<file path="src/pe_conv_pkg.sv">
`default_nettype none

package pe_conv_pkg;

    localparam int DATA_W       = 8;
    localparam int ACC_W        = 20;
    localparam int KERNEL_SIZE  = 3;
    localparam int ROW_LEN      = 8;
    localparam int OUT_LEN      = ROW_LEN - KERNEL_SIZE + 1;
    localparam int ROWS_PER_MAP = 2;
    localparam int BUF_DEPTH    = OUT_LEN * ROWS_PER_MAP;
    localparam int ADDR_W       = $clog2(BUF_DEPTH);

    typedef logic signed [DATA_W-1:0] pixel_t;
    typedef logic signed [ACC_W-1:0] acc_t;

    // Element 0 weighs the oldest pixel of a window
    typedef pixel_t [KERNEL_SIZE-1:0] kernel_t;

    typedef enum logic [2:0] {
        CMD_NOP             = 3'd0,
        CMD_SET_BIAS        = 3'd1,
        CMD_LOAD_KERNEL     = 3'd2,
        CMD_STREAM_ROW      = 3'd3,
        CMD_STREAM_LAST_ROW = 3'd4
    } cmd_op_e;

    // Payload carries a sign-extended bias or a kernel
    typedef struct packed {
        cmd_op_e                       op;
        logic                          last_channel;
        logic [KERNEL_SIZE*DATA_W-1:0] payload;
    } cmd_t;

    typedef struct packed {
        logic load_kernel;
        logic stream_mid_row;
        logic stream_last_row;
        logic last_channel;
    } req_t;

    typedef struct packed {
        logic wr_kernel;
        logic window_clear;
        logic wr_psum;
        logic add_bias;
        logic rst_addr;
        logic emit;
    } ctrl_t;

    typedef struct packed {
        logic tvalid;
        logic tlast;
        acc_t tdata;
    } axis_out_t;

endpackage

`default_nettype wire
</file>
<file path="src/pe_conv_top.sv">
`default_nettype none

module pe_conv_top (
    input  logic                   clk,
    input  logic                   reset,
    input  logic                   cmd_valid,
    input  pe_conv_pkg::cmd_t      cmd,
    input  logic                   pixel_valid,
    input  pe_conv_pkg::pixel_t    pixel,
    output logic                   pe_ready,
    output logic                   pe_idle,
    output pe_conv_pkg::axis_out_t m_axis
);
    import pe_conv_pkg::*;

    req_t    req;
    acc_t    bias;
    kernel_t kernel;
    ctrl_t   ctrl;
    logic    win_valid;
    acc_t    win_sum;
    logic    row_done;

    pe_cmd_decode pe_cmd_decode_inst (
        .clk       (clk),
        .reset     (reset),
        .cmd_valid (cmd_valid),
        .cmd       (cmd),
        .req       (req),
        .bias      (bias),
        .kernel    (kernel)
    );

    pe_row_controller pe_row_controller_inst (
        .clk       (clk),
        .reset     (reset),
        .req       (req),
        .win_valid (win_valid),
        .row_done  (row_done),
        .ctrl      (ctrl),
        .pe_ready  (pe_ready),
        .pe_idle   (pe_idle)
    );

    // Window only takes pixels while a row is in flight
    pe_mac_window pe_mac_window_inst (
        .clk          (clk),
        .reset        (reset),
        .pixel_valid  (pixel_valid),
        .pixel        (pixel),
        .kernel       (kernel),
        .wr_kernel    (ctrl.wr_kernel),
        .window_clear (ctrl.window_clear),
        .stream_en    (!pe_idle),
        .win_valid    (win_valid),
        .win_sum      (win_sum),
        .row_done     (row_done)
    );

    pe_psum_buffer pe_psum_buffer_inst (
        .clk       (clk),
        .reset     (reset),
        .ctrl      (ctrl),
        .win_valid (win_valid),
        .win_sum   (win_sum),
        .bias      (bias),
        .m_axis    (m_axis)
    );

endmodule

`default_nettype wire

</file>
<file path="src/pe_psum_buffer.sv">
`default_nettype none

module pe_psum_buffer (
    input  logic                   clk,
    input  logic                   reset,
    input  pe_conv_pkg::ctrl_t     ctrl,
    input  logic                   win_valid,
    input  pe_conv_pkg::acc_t      win_sum,
    input  pe_conv_pkg::acc_t      bias,
    output pe_conv_pkg::axis_out_t m_axis
);
    import pe_conv_pkg::*;

    acc_t              mem [BUF_DEPTH];
    logic [ADDR_W-1:0] addr;
    logic              wr_en;
    logic              last_addr;
    acc_t              base;
    acc_t              sum;
    logic              out_valid;
    logic              out_last;
    acc_t              out_data;

    assign wr_en     = ctrl.wr_psum && win_valid;
    assign last_addr = (addr == ADDR_W'(BUF_DEPTH - 1));

    // First channel starts from the bias instead of stale contents
    assign base = ctrl.add_bias ? bias : mem[addr];
    assign sum  = base + win_sum;

    always_ff @(posedge clk) begin
        if (reset) begin
            addr <= '0;
        end else if (ctrl.rst_addr) begin
            addr <= '0;
        end else if (wr_en) begin
            addr <= addr + 1'b1;
        end
    end

    always_ff @(posedge clk) begin
        if (wr_en) begin
            mem[addr] <= sum;
            out_data  <= sum;
        end
    end

    // Output beat one cycle after an emitting write
    always_ff @(posedge clk) begin
        if (reset) begin
            out_valid <= 1'b0;
            out_last  <= 1'b0;
        end else begin
            out_valid <= wr_en && ctrl.emit;
            out_last  <= wr_en && ctrl.emit && last_addr;
        end
    end

    assign m_axis = '{tvalid: out_valid, tlast: out_last, tdata: out_data};

endmodule

`default_nettype wire

</file>
<file path="src/pe_mac_window.sv">
`default_nettype none

module pe_mac_window (
    input  logic                 clk,
    input  logic                 reset,
    input  logic                 pixel_valid,
    input  pe_conv_pkg::pixel_t  pixel,
    input  pe_conv_pkg::kernel_t kernel,
    input  logic                 wr_kernel,
    input  logic                 window_clear,
    input  logic                 stream_en,
    output logic                 win_valid,
    output pe_conv_pkg::acc_t    win_sum,
    output logic                 row_done
);
    import pe_conv_pkg::*;

    typedef logic [$clog2(ROW_LEN)-1:0] pix_cnt_t;

    kernel_t  kernel_q;
    pixel_t   hist [KERNEL_SIZE-1];
    pixel_t   taps [KERNEL_SIZE];
    pix_cnt_t pix_cnt;
    logic     armed;
    logic     accept;
    acc_t     dot;

    // Armed from window clear until the row's last pixel
    assign accept = pixel_valid && stream_en && armed;

    always_ff @(posedge clk) begin
        if (wr_kernel) begin
            kernel_q <= kernel;
        end
    end

    // Oldest pixel in tap 0, incoming pixel in the last tap
    always_comb begin
        for (int i = 0; i < KERNEL_SIZE - 1; i++) begin
            taps[i] = hist[i];
        end
        taps[KERNEL_SIZE-1] = pixel;
    end

    always_comb begin
        dot = '0;
        for (int i = 0; i < KERNEL_SIZE; i++) begin
            dot = dot + acc_t'(kernel_q[i]) * acc_t'(taps[i]);
        end
    end

    always_ff @(posedge clk) begin
        if (reset) begin
            armed     <= 1'b0;
            pix_cnt   <= '0;
            win_valid <= 1'b0;
            row_done  <= 1'b0;
        end else begin
            win_valid <= 1'b0;
            row_done  <= 1'b0;
            if (window_clear) begin
                armed   <= 1'b1;
                pix_cnt <= '0;
            end else if (accept) begin
                pix_cnt <= pix_cnt + 1'b1;
                if (pix_cnt >= pix_cnt_t'(KERNEL_SIZE - 1)) begin
                    win_valid <= 1'b1;
                end
                if (pix_cnt == pix_cnt_t'(ROW_LEN - 1)) begin
                    row_done <= 1'b1;
                    armed    <= 1'b0;
                end
            end
        end
    end

    always_ff @(posedge clk) begin
        if (accept) begin
            for (int i = 0; i < KERNEL_SIZE - 2; i++) begin
                hist[i] <= hist[i+1];
            end
            hist[KERNEL_SIZE-2] <= pixel;
            win_sum <= dot;
        end
    end

endmodule

`default_nettype wire

</file>
<file path="src/pe_row_controller.sv">
`default_nettype none

module pe_row_controller (
    input  logic               clk,
    input  logic               reset,
    input  pe_conv_pkg::req_t  req,
    input  logic               win_valid,
    input  logic               row_done,
    output pe_conv_pkg::ctrl_t ctrl,
    output logic               pe_ready,
    output logic               pe_idle
);

    typedef enum logic [3:0] {
        S_RESET,
        S_IDLE,
        S_LOAD,
        S_READY,
        S_WAIT_MID,
        S_WRITE_MID,
        S_WAIT_LAST,
        S_WRITE_LAST,
        S_RST_ADDR
    } state_e;

    state_e state;
    state_e state_next;
    logic   first_channel;

    always_ff @(posedge clk) begin
        if (reset) begin
            state <= S_RESET;
        end else begin
            state <= state_next;
        end
    end

    // Bias only on the first channel of a map
    always_ff @(posedge clk) begin
        if (reset) begin
            first_channel <= 1'b1;
        end else if (state == S_RST_ADDR) begin
            first_channel <= req.last_channel;
        end
    end

    always_comb begin
        state_next = state;
        case (state)
            S_RESET: state_next = S_IDLE;
            S_IDLE: begin
                if (req.load_kernel) begin
                    state_next = S_LOAD;
                end else if (req.stream_mid_row) begin
                    state_next = S_WAIT_MID;
                end else if (req.stream_last_row) begin
                    state_next = S_WAIT_LAST;
                end
            end
            S_LOAD:  state_next = S_READY;
            S_READY: state_next = S_IDLE;
            S_WAIT_MID, S_WRITE_MID: begin
                if (win_valid) begin
                    state_next = row_done ? S_IDLE : S_WRITE_MID;
                end else begin
                    state_next = S_WAIT_MID;
                end
            end
            S_WAIT_LAST, S_WRITE_LAST: begin
                // Last row hands over to the address reset
                if (win_valid) begin
                    state_next = row_done ? S_RST_ADDR : S_WRITE_LAST;
                end else begin
                    state_next = S_WAIT_LAST;
                end
            end
            S_RST_ADDR: state_next = S_IDLE;
            default:    state_next = S_IDLE;
        endcase
    end

    always_comb begin
        ctrl     = '0;
        pe_ready = 1'b0;
        pe_idle  = 1'b0;
        case (state)
            S_IDLE: begin
                pe_idle = 1'b1;
                ctrl.window_clear = !req.load_kernel
                                    && (req.stream_mid_row || req.stream_last_row);
            end
            S_LOAD:  ctrl.wr_kernel = 1'b1;
            S_READY: pe_ready = 1'b1;
            S_WAIT_MID, S_WRITE_MID, S_WAIT_LAST, S_WRITE_LAST: begin
                ctrl.wr_psum  = win_valid;
                ctrl.add_bias = win_valid && first_channel;
                // Last channel writes also go out on the stream
                ctrl.emit     = win_valid && req.last_channel;
            end
            S_RST_ADDR: ctrl.rst_addr = 1'b1;
            default: begin
                ctrl = '0;
            end
        endcase
    end

endmodule

`default_nettype wire

</file>
<file path="src/pe_cmd_decode.sv">
`default_nettype none

module pe_cmd_decode (
    input  logic                 clk,
    input  logic                 reset,
    input  logic                 cmd_valid,
    input  pe_conv_pkg::cmd_t    cmd,
    output pe_conv_pkg::req_t    req,
    output pe_conv_pkg::acc_t    bias,
    output pe_conv_pkg::kernel_t kernel
);
    import pe_conv_pkg::*;

    logic is_bias;
    logic is_load;
    logic is_mid;
    logic is_last;

    always_comb begin
        is_bias = 1'b0;
        is_load = 1'b0;
        is_mid  = 1'b0;
        is_last = 1'b0;
        if (cmd_valid) begin
            case (cmd.op)
                CMD_SET_BIAS:        is_bias = 1'b1;
                CMD_LOAD_KERNEL:     is_load = 1'b1;
                CMD_STREAM_ROW:      is_mid  = 1'b1;
                CMD_STREAM_LAST_ROW: is_last = 1'b1;
                default: begin
                    // NOP and undefined codes are dropped
                end
            endcase
        end
    end

    // One-cycle request pulses, channel flag kept as a level
    always_ff @(posedge clk) begin
        if (reset) begin
            req <= '0;
        end else begin
            req.load_kernel     <= is_load;
            req.stream_mid_row  <= is_mid;
            req.stream_last_row <= is_last;
            if (is_load || is_mid || is_last) begin
                req.last_channel <= cmd.last_channel;
            end
        end
    end

    // Bias goes straight to the buffer, no controller involvement
    always_ff @(posedge clk) begin
        if (is_bias) begin
            bias <= cmd.payload[ACC_W-1:0];
        end
        if (is_load) begin
            kernel <= cmd.payload;
        end
    end

endmodule

`default_nettype wire

</file>
<file path="config.mk">
export PLATFORM = sky130hd
export DESIGN_NAME = pe_conv_top
export DESIGN_NICKNAME = d
export VERILOG_FILES = /design/src/pe_conv_pkg.sv /design/src/pe_conv_top.sv /design/src/pe_psum_buffer.sv /design/src/pe_mac_window.sv /design/src/pe_row_controller.sv /design/src/pe_cmd_decode.sv
export SDC_FILE = /design/constraint.sdc
export NUM_CORES = 1
export LEC_CHECK = 0
export ABC_AREA = 0
export BUFFER_PORTS_ARGS = -buffer_cell sky130_fd_sc_hd__buf_2
export CAP_MARGIN = 40
export CORE_ASPECT_RATIO = 1.5
export CORE_MARGIN = 2
export CORE_UTILIZATION = 45
export CTS_BUF_LIST = sky130_fd_sc_hd__clkbuf_16
export DETAILED_ROUTE_END_ITERATION = 8
export PLACE_DENSITY_LB_ADDON = 0.2
export RECOVER_POWER = 25
export SLEW_MARGIN = 40
export SYNTH_ARGS = -nofsm -noshare
export SYNTH_HDL_FRONTEND = slang
export SYNTH_SLANG_ARGS = --single-unit
</file>
<file path="constraint.sdc">
create_clock -name clk -period 12.32 [get_ports clk]
set_clock_uncertainty 0.05 [all_clocks]
set_input_delay 0 -clock clk [delete_from_list [all_inputs] [get_ports clk]]
set_output_delay 0 -clock clk [all_outputs]
set_load 0.005 [all_outputs]
</file>
Word-level counts from Yosys, hierarchy flattened
Memory sizes are Yosys's and may differ from the RTL's. A register that Yosys moved wholly into a read port is not among the register bits.
Index checks and enable logic that the tools add are counted.
- multiplexer cells: 35
- reduce and logical (&&, ||, !) cells: 22
- $add $sub $neg: 5
- order comparisons: 1
- multiply operators: 3
- bitwise operators: 1
- equality and inequality tests: 15
- operators with widths (kind ; count):
    adder 20 bit ; 3
    multiplier 8 x 8 -> 16 bit ; 3
    two-way mux 4 bit ; 8
    two-way mux 1 bit ; 23
    two-way mux 20 bit ; 1
    == test 4 x 3 -> 1 bit (second input constant) ; 4
    case mux 4 bit (4 select lines) ; 1
    == test 4 x 2 -> 1 bit (second input constant) ; 2
    == test 4 bit (second input constant) ; 2
    logical AND 1 bit ; 8
    OR reduction 2 bit ; 4
    == test 3 x 2 -> 1 bit (second input constant) ; 2
    == test 3 bit (second input constant) ; 2
    adder 4 x 1 -> 4 bit (second input constant) ; 1
    == test 4 x 1 -> 1 bit (second input constant) ; 1
    != test 4 bit (second input constant) ; 1
    nonzero test 2 bit ; 2
    OR reduction 4 bit ; 1
    adder 3 x 1 -> 3 bit (second input constant) ; 1
    == test 3 x 1 -> 1 bit (second input constant) ; 1
    >= comparator 3 x 2 -> 1 bit (second input constant) ; 1
    logical OR 1 bit ; 3
    two-way mux 3 bit ; 1
    OR reduction 3 bit ; 1
    other kinds (4) ; 5
- bits of input ports: 40
- RAM bits: 256
- output and inout port bits: 24
- flip-flop bits (word level): 129
- memories kept: 2
- memories (name ; words ; width ; rd ports ; clocked after memory_dff ; wr ports ; RTL line ; source):
    pe_psum_buffer_inst.mem ; 12 ; 20 ; 1 ; 1 ; 1 ; pe_psum_buffer.sv:14 ; acc_t mem [BUF_DEPTH];
    pe_mac_window_inst.hist ; 2 ; 8 ; 2 ; 0 ; 2 ; pe_mac_window.sv:21 ; pixel_t hist [KERNEL_SIZE-1];

Longest topological paths before layout
Gate-level depths: netlist of the first run.
- word-level depth: 7
- depth in mapped cells: 26
- gate-level depth less buffers: 26

Modules after synthesis
Synthesis of the first run repeated with hierarchy kept, for this count alone.
- cell total of the unflattened synthesis: 1644
- area total of the unflattened synthesis: 23211.0 um^2
- modules (own cells, without submodules) (module ; instances ; cells an instance ; seq. area each (um^2) ; area an instance (um^2)):
    pe_psum_buffer ; 1 ; 610 ; 8007.7 ; 11259.5
    pe_mac_window ; 1 ; 937 ; 1861.8 ; 10171.0
    pe_cmd_decode ; 1 ; 58 ; 1401.3 ; 1473.9
    pe_row_controller ; 1 ; 38 ; 100.1 ; 302.8
    pe_conv_top ; 1 ; 1 ; 0.0 ; 3.8

Least setup slack after synthesis of the first run
OpenSTA, ideal clock, no wires.
- kind: register to register
- start point: mem pe_mac_window_inst.hist[0][2] (netlist bit)
- end point: reg pe_mac_window_inst.win_sum[15], data pin
- period minus slack after synthesis: 5.929 ns
- cell stages (with the launch flop): 25
- arrival: 5.620 ns
- required time: 12.011 ns
- library setup time: 0.259 ns
- slack: 6.391 ns
- path through: edfxtp_1 > and2_1 > fa_1 > inv_1 > fa_1 > inv_1 > fa_1 > inv_1 > fa_1 > inv_1 > ha_1 > o21ai_0 > o21bai_1 > nor3_1 > o311ai_0 > o31ai_1 > xnor2_1 > fa_1 > inv_1 > ha_1 > inv_1 > nor4_1 > a21oi_1 > o211ai_1 > a211o_1
- RTL lines (what ; RTL line ; source):
    start, declared ; pe_mac_window.sv:21 ;
    end signal, assigned ; pe_mac_window.sv:83 ; win_sum <= dot;
    end, declared ; pe_mac_window.sv:13 ; output pe_conv_pkg::acc_t win_sum,

==> summary.txt, run 1 <==
Logic synthesis
  – Top-count cell post-synth: edfxtp_1
  – Post-synth top area share: between 40% and 50%
  – Cells after Synth: 1800
  – Distinct cells, synth: 61
  – Post-synth EDFFs: 364
  – Mapped Nets: around 2200
  – Yosys top cell by area: edfxtp_1
  – Syn avg cell area: about 13 sq um
  – Register bit total from synthesis: 389
  – Top cells by area, synth: edfxtp_1 (46%), fa_1 (16%), ha_1 (6.8%)
  – Mapped Area: 23560 sq um
  – Async SR Flop Fraction: 0%
  – Synth cell count leaders: edfxtp_1 (364), inv_1 (308), fa_1 (183)
  – Sequential share of the synthesized area: between 40% and 50%
  – Post-synth top flop: edfxtp_1
  – Yosys warns: 0

Min path
  – Hold Crit Class: in2reg
  – Worst Hold Launch: cmd[20]
  – Hold Path Cell Cnt: 2
  – Hold endpoint: pe_cmd_decode_inst.kernel[20]

Layout
  – Fraction of layout cells with a size suffix above 1: a little under a tenth
  – Fin nets: between 2000 and 2500
  – Area growth, synth to finish: 12.16%
  – Final Core Density: 51.12%

Timing
  – Endpoints failing setup: 0
  – Slew Limit Fails: between 70 and 80
  – Final setup TNS: 0 ns
  – Worst Max-Slew Pin Slew: 2.006 ns
  – Fin Hold WS: 0.1397 ns
  – Final worst path period need: between 6 and 7 ns
  – RSZ-0062 raised after global routing: false
  – Max_slew headroom: -33.77%
  – Fin. Hold Viols: 0
  – Fin crit share: between 50% and 60%
  – Max Fclk: around 150 MHz

Routing
  – Drt wl/cell: 20.04 microns
  – DRT antenna net count: 0
  – Total length of routed wires: 53160 microns
  – DRT iter0 DRCs: ~600
  – DRC Markers: 0
  – First drt pass iteration count: 4
  – Vias per cell: around 5.2
  – Vias: ~14000

CTS
  – Number of buffers created by CTS: 39
  – CTS tree: built
  – Root Buffer: clkbuf_16
  – Sink Count: just under 400
  – Post-CTS Setup Bufs: 0
  – H-tree levels: 2
  – CTS Buffer Depth: 3
  – Worst-Skew Late Latency: 0.54 ns
  – CTS clock-pin slew for the worst setup and hold paths: ~0.06 ns

GRT
  – Largest net degree at the start of global routing: 48
  – Antenna violations before repair: 1
  – First-pass GRT wire length: between 80000 and 90000 microns
  – GRT Total Usage: 20.48%
  – Vias in the first global route: about 15000
  – Total grt overflow: 0

Critical path
  – CP Launch Type: flip-flop
  – R2r endpoint: pe_mac_window_inst.win_sum[15]
  – CP Max Fanout: 6
  – WP data required: about 13 ns
  – Setup crit end kind: flip-flop
  – Crit path launch: pe_mac_window_inst.hist[0][7]
  – WS Path Type: reg2reg
  – Reg-to-reg startpoint: pe_mac_window_inst.hist[0][7]
  – Arrival time worst endpoint: approximately 7.0 ns
  – R2R depth: 23
  – R2r setup slk: roughly 5.6 ns

Status
  – Outcome: finished, violations left
  – Violated checks: capacitance limit, slew limit

Die
  – Die Footprint: 54230 sq um
  – Num ports: 64
  – Die Wd: approximately 190 microns
  – Starting Density: between 40% and 50%
  – Die height: 284.2 microns
  – Core Box Area: roughly 52000 sq um
  – Floorplan row count: between 100 and 150

Placement
  – Placer Congestion: between 0.8 and 0.9
  – Input/output buffers: 63
  – Hpwl dp: just under 40000 microns

Job
  – Max-Cap Viols: 3
-- layer usage --
layer / vias to the layer above / wire [microns] / global-route usage [%]
met2: 219 / 30070 / 39.57
met1: 7002 / 19860 / 23.32
met5: - / 0 / 0
met3: 91 / 1417 / 1.877
li1: 6428 / - / -
met4: 0 / 1815 / 6.570
-- cell type report --
class	instances	area [sq um]
Sequential cell	389	11440
Clock buffer	40	1001
Inverter	309	1160
Clock inverter	32	192.7
Antenna cell	1	2.502
Fill cell	4508	25260
Multi-Input combinational cell	1075	10920
Timing Repair Buffer	131	869.6
Tap cell	676	845.8
-- worst max-delay path by stage --
| stage | to |
|---|---|
| final | pe_mac_window_inst.win_sum[15] |
| after global routing | pe_mac_window_inst.win_sum[16] |
| after CTS | pe_mac_window_inst.win_sum[15] |
| after detailed placement | pe_mac_window_inst.win_sum[15] |
| after global placement | pe_mac_window_inst.win_sum[15] |
| after floorplan | pe_mac_window_inst.win_sum[15] |
-- timing repair --
action,CTS,global route
endpoints found under the hold margin,94,0
resized for setup,0,0
hold buffers,44,0
-- state kept, by name, indices dropped and copies added (netlist names), 3 cells and up, named ones only --
name / count
pe_cmd_decode_inst.bias: 20
pe_row_controller_inst.state: 4
pe_psum_buffer_inst.mem: 240
pe_psum_buffer_inst.addr: 4
pe_cmd_decode_inst.req: 4
pe_mac_window_inst.kernel_q: 24
pe_mac_window_inst.hist: 16
pe_psum_buffer_inst.out_data: 20
pe_mac_window_inst.pix_cnt: 3
pe_mac_window_inst.win_sum: 20
pe_cmd_decode_inst.kernel: 24
-- cell families after synthesis --
kind of cell	after synthesis	share of synthesized area [%]
XOR/XNOR	81	3.011
multiplexers	83	6.724
buffers and inverters	336	5.619
flip-flops	389	48.52
AND/OR/NAND/NOR	414	8.859
adder cells (fa/ha/maj)	311	22.35
AO/OA/AOI/OAI	186	4.913
-- layout by cell type (no fill, tap or decap), types with 9 or more instances in the layout --
master,synthesis,routed
nand3_1,12,12
o21a_1,10,10
ha_1,128,128
dlygate4sd3_1,0,44
clkbuf_1,6,48
dfxtp_1,25,23
nor3_1,23,23
buf_4,5,19
a21o_1,12,12
xnor2_2,0,11
nand2b_1,19,19
xor2_1,22,19
inv_1,308,320
xnor2_1,59,48
o21ai_0,49,49
mux2i_1,21,21
nand2_1,125,125
clkbuf_16,0,40
nor2b_1,14,14
a21oi_1,61,61
edfxtp_1,364,364
clkinv_1,0,9
and2_1,121,120
mux4_2,60,60
nor2_1,68,65
buf_2,11,19
fa_1,183,183
-- critical path: stages, from the launching register on --
cell and delay [ns]:
edfxtp_1 0.65, inv_1 0.26, fa_1 0.54, fa_1 0.53, inv_1 0.06, fa_1 0.53
inv_1 0.05, fa_1 0.47, inv_1 0.04, ha_1 0.31, o21ai_0 0.09, o21bai_1 0.19
nor3_1 0.09, o311ai_0 0.53, o31ai_1 0.15, xnor2_1 0.39, fa_1 0.47, inv_1 0.09
ha_1 0.26, inv_1 0.17, nor4_1 0.07, a21oi_1 0.14, o211ai_1 0.11, a211o_1 0.23
-- through the flow --
stage | worst slack (ns) | cells | area, sq um
4_1_cts | 5.459 | 2652 | 26480
3_3_place_gp | 5.597 | 2536 | 24750
5_1_grt | 5.150 | 2653 | 26420
2_1_floorplan | 6.391 | 1800 | 23560
6_report | 5.571 | 2653 | 26420
3_5_place_dp | 5.510 | 2536 | 24850
Power of run 1 is left out: the tool's default activity adds up to more than one toggle a clock period on the data nets, which glitch-free logic cannot reach.
==> inputs of run 2 (changes only) <==
clock period = 6.7 ns   (was 12.32 ns; I/O delays follow)
==> summary.txt, run 2 (synthesis gave the netlist of run 1 again) <==
Die
  – Die Footprint: 54230 sq um (unchanged)
  – Die Wd: 190.8 microns (unchanged)
  – Floorplan row count: 102 (unchanged)
  – Starting Density: 45.58% (unchanged)
  – Num ports: 64 (unchanged)
  – Die height: 284.2 microns (unchanged)
  – Core Box Area: 51690 sq um (unchanged)

Layout
  – Top reg by flops: pe_psum_buffer_inst.mem
  – Top Registers: pe_psum_buffer_inst.mem (240), pe_cmd_decode_inst.kernel (24), pe_mac_window_inst.kernel_q (24)
  – Fraction of layout cells with a size suffix above 1: 10.42% (+1.2 points)
  – Fin nets: 2312 (+0.70%)
  – Fin cells: 2665 (+0.45%)
  – Area growth, synth to finish: 12.74%
  – Most common cell after layout, fill and taps aside: edfxtp_1
  – # fillers: 4512 (+0.089%)
  – Max FFs per register: 240 (unchanged)
  – Highest-count cells in the layout ignoring fill and taps: edfxtp_1 (364), inv_1 (320), fa_1 (183)

Placement
  – Pre-CTS setup slack: 0.1233 ns (-5.386 ns)
  – Hpwl dp: 39930 microns (+2.2%)
  – Placer Congestion: 0.8375 (-3.5%)
  – Placed cells: 2551 (+0.59%)
  – Input/output buffers: 63 (unchanged)

CTS
  – Root Buffer: clkbuf_16
  – Sink Count: 389 (unchanged)
  – CTS tree: built
  – H-tree levels: 2 (unchanged)
  – Number of buffers created by CTS: 40 (+2.6%)
  – CTS clock-pin slew for the worst setup and hold paths: 0.07 ns (about the same)
  – Worst-Skew Late Latency: 0.55 ns (about the same)
  – CTS Buffer Depth: 3 (unchanged)

Critical path
  – CP Launch Type: flip-flop
  – WP data required: 6.95 ns (-5.60 ns)
  – WS Path Type: reg2reg
  – CP Max Fanout: 6 (unchanged)
  – Setup crit end kind: flip-flop
  – Arrival time worst endpoint: 6.67 ns (-0.31 ns)

Routing
  – Vias per cell: 5.224 (+0.86%)
  – Total length of routed wires: 53620 microns (+0.87%)
  – Drt wl/cell: 20.12 microns (+0.42%)
  – DRT iter0 DRCs: 737 (+22%)
  – DRC Markers: 0 (unchanged)
  – First drt pass iteration count: 5 (+1)
  – Vias: 13920 (+1.3%)
  – DRT antenna net count: 0 (unchanged)

GRT
  – Largest net degree at the start of global routing: 41 (-15%)
  – Antenna violations before repair: 1 (unchanged)
  – Total grt overflow: 0 (unchanged)
  – GRT Total Usage: 20.68% (+0.20 points)
  – First-pass GRT wire length: 85070 microns (+0.66%)
  – Vias in the first global route: 15220 (+0.97%)

Timing
  – Max Fclk: 155.8 MHz (+5.2%)
  – Worst setup margin: 0.2819 ns (-5.289 ns)
  – Worst Max-Slew Pin Slew: 1.776 ns (-0.2307 ns)
  – Fin crit share: 95.79% (+41 points)
  – Final worst path period need: 6.418 ns (-0.3306 ns)
  – Fin. Hold Viols: 0 (unchanged)
  – RSZ-0062 raised after global routing: true
  – Endpoints failing setup: 0 (unchanged)
  – Max_slew headroom: -18.39% (+15 points)
  – Slew Limit Fails: 52 (-33%)

Job
  – Max-Cap Viols: 2 (-1)

Min path
  – Hold Crit Class: in2reg

Status
  – Violated checks: capacitance limit, slew limit
  – Outcome: finished, violations left
-- run 2: cell types whose count changed in the layout (fill, tap and decap cells not counted), sizes merged --
cell and delta:
clkinvlp +1, diode +1, clkbuf -1, clkinv -8, dlygate4sd3 -2, buf +18
inv +3
-- run 2: repair_timing --
| item | in CTS | in global routing |
|---|---|---|
| endpoints found under the setup margin | 0 | 6 |
| hold buffers | 42 | 0 |
| gates resized for setup | 0 | 7 |
| setup buffers | 0 | 2 |
| endpoints found under the hold margin | 95 | 0 |
-- run 2: metal layers --
metal / share of wire, % / track usage, % / vias up / wire length, microns
li1: - / - / 6459 / -
met1: 37 / 23.10 / 7086 / 19910
met2: 55 / 39.07 / 261 / 29740
met3: 2.9 / 2.087 / 115 / 1534
met4: 4.5 / 9.283 / 0 / 2431
met5: 0 / 0 / - / 0
-- run 2: path summary, 6_finish.rpt --
kind	endpoint	slack (ns)	start	cells after the start
worst max-delay path	pe_mac_window_inst.win_sum[15]	0.28	pe_mac_window_inst.hist[0][14]	24
worst min-delay path	pe_cmd_decode_inst.kernel[20]	0.13	cmd[20]	2
worst max register to register	pe_mac_window_inst.win_sum[15]	0.28	pe_mac_window_inst.hist[0][14]	24
worst min register to register	pe_mac_window_inst.kernel_q[19]	0.36	pe_cmd_decode_inst.kernel[19]	0
-- run 2: through the flow --
stage	area [sq um]	setup TNS, ns	util (%)	hold slack [ns]
floorplan	23560	0	-	0.04887
global placement	24880	0	48.13	0.1280
detailed placement	24960	0	48.29	0.1348
CTS	26580	0	51.42	0.01480
global route	26550	-0.02983	51.37	0.1331
finish	26560	0	51.38	0.1313
-- run 2: worst max-delay path: stages (launching register included) --
cell	delay, ns
edfxtp_1	0.50
clkbuf_1	0.29
and2_1	0.23
fa_1	0.50
inv_1	0.05
fa_1	0.49
inv_1	0.05
fa_1	0.47
inv_1	0.05
fa_1	0.50
inv_1	0.07
ha_1	0.33
and2_1	0.17
o21ai_0	0.20
o311ai_2	0.17
o31ai_1	0.27
xnor2_1	0.16
fa_1	0.52
inv_1	0.06
ha_1	0.32
inv_1	0.16
nor4_1	0.07
a21oi_1	0.13
o211ai_1	0.11
a211o_1	0.23
-- run 2: final cells by class --
cell class / count / area (sq um) / area share, %
well taps: 676 / 845.8 / 3.185
diodes: 2 / 5.005 / 0.01884
clock inverters: 28 / 197.7 / 0.7444
clock buffers: 40 / 1001 / 3.769
multi-input cells: 1075 / 10930 / 41.15
inverters: 309 / 1160 / 4.367
repair buffers: 146 / 982.2 / 3.698
flip-flops and latches: 389 / 11440 / 43.07
Power of run 2 is left out for the same reason.
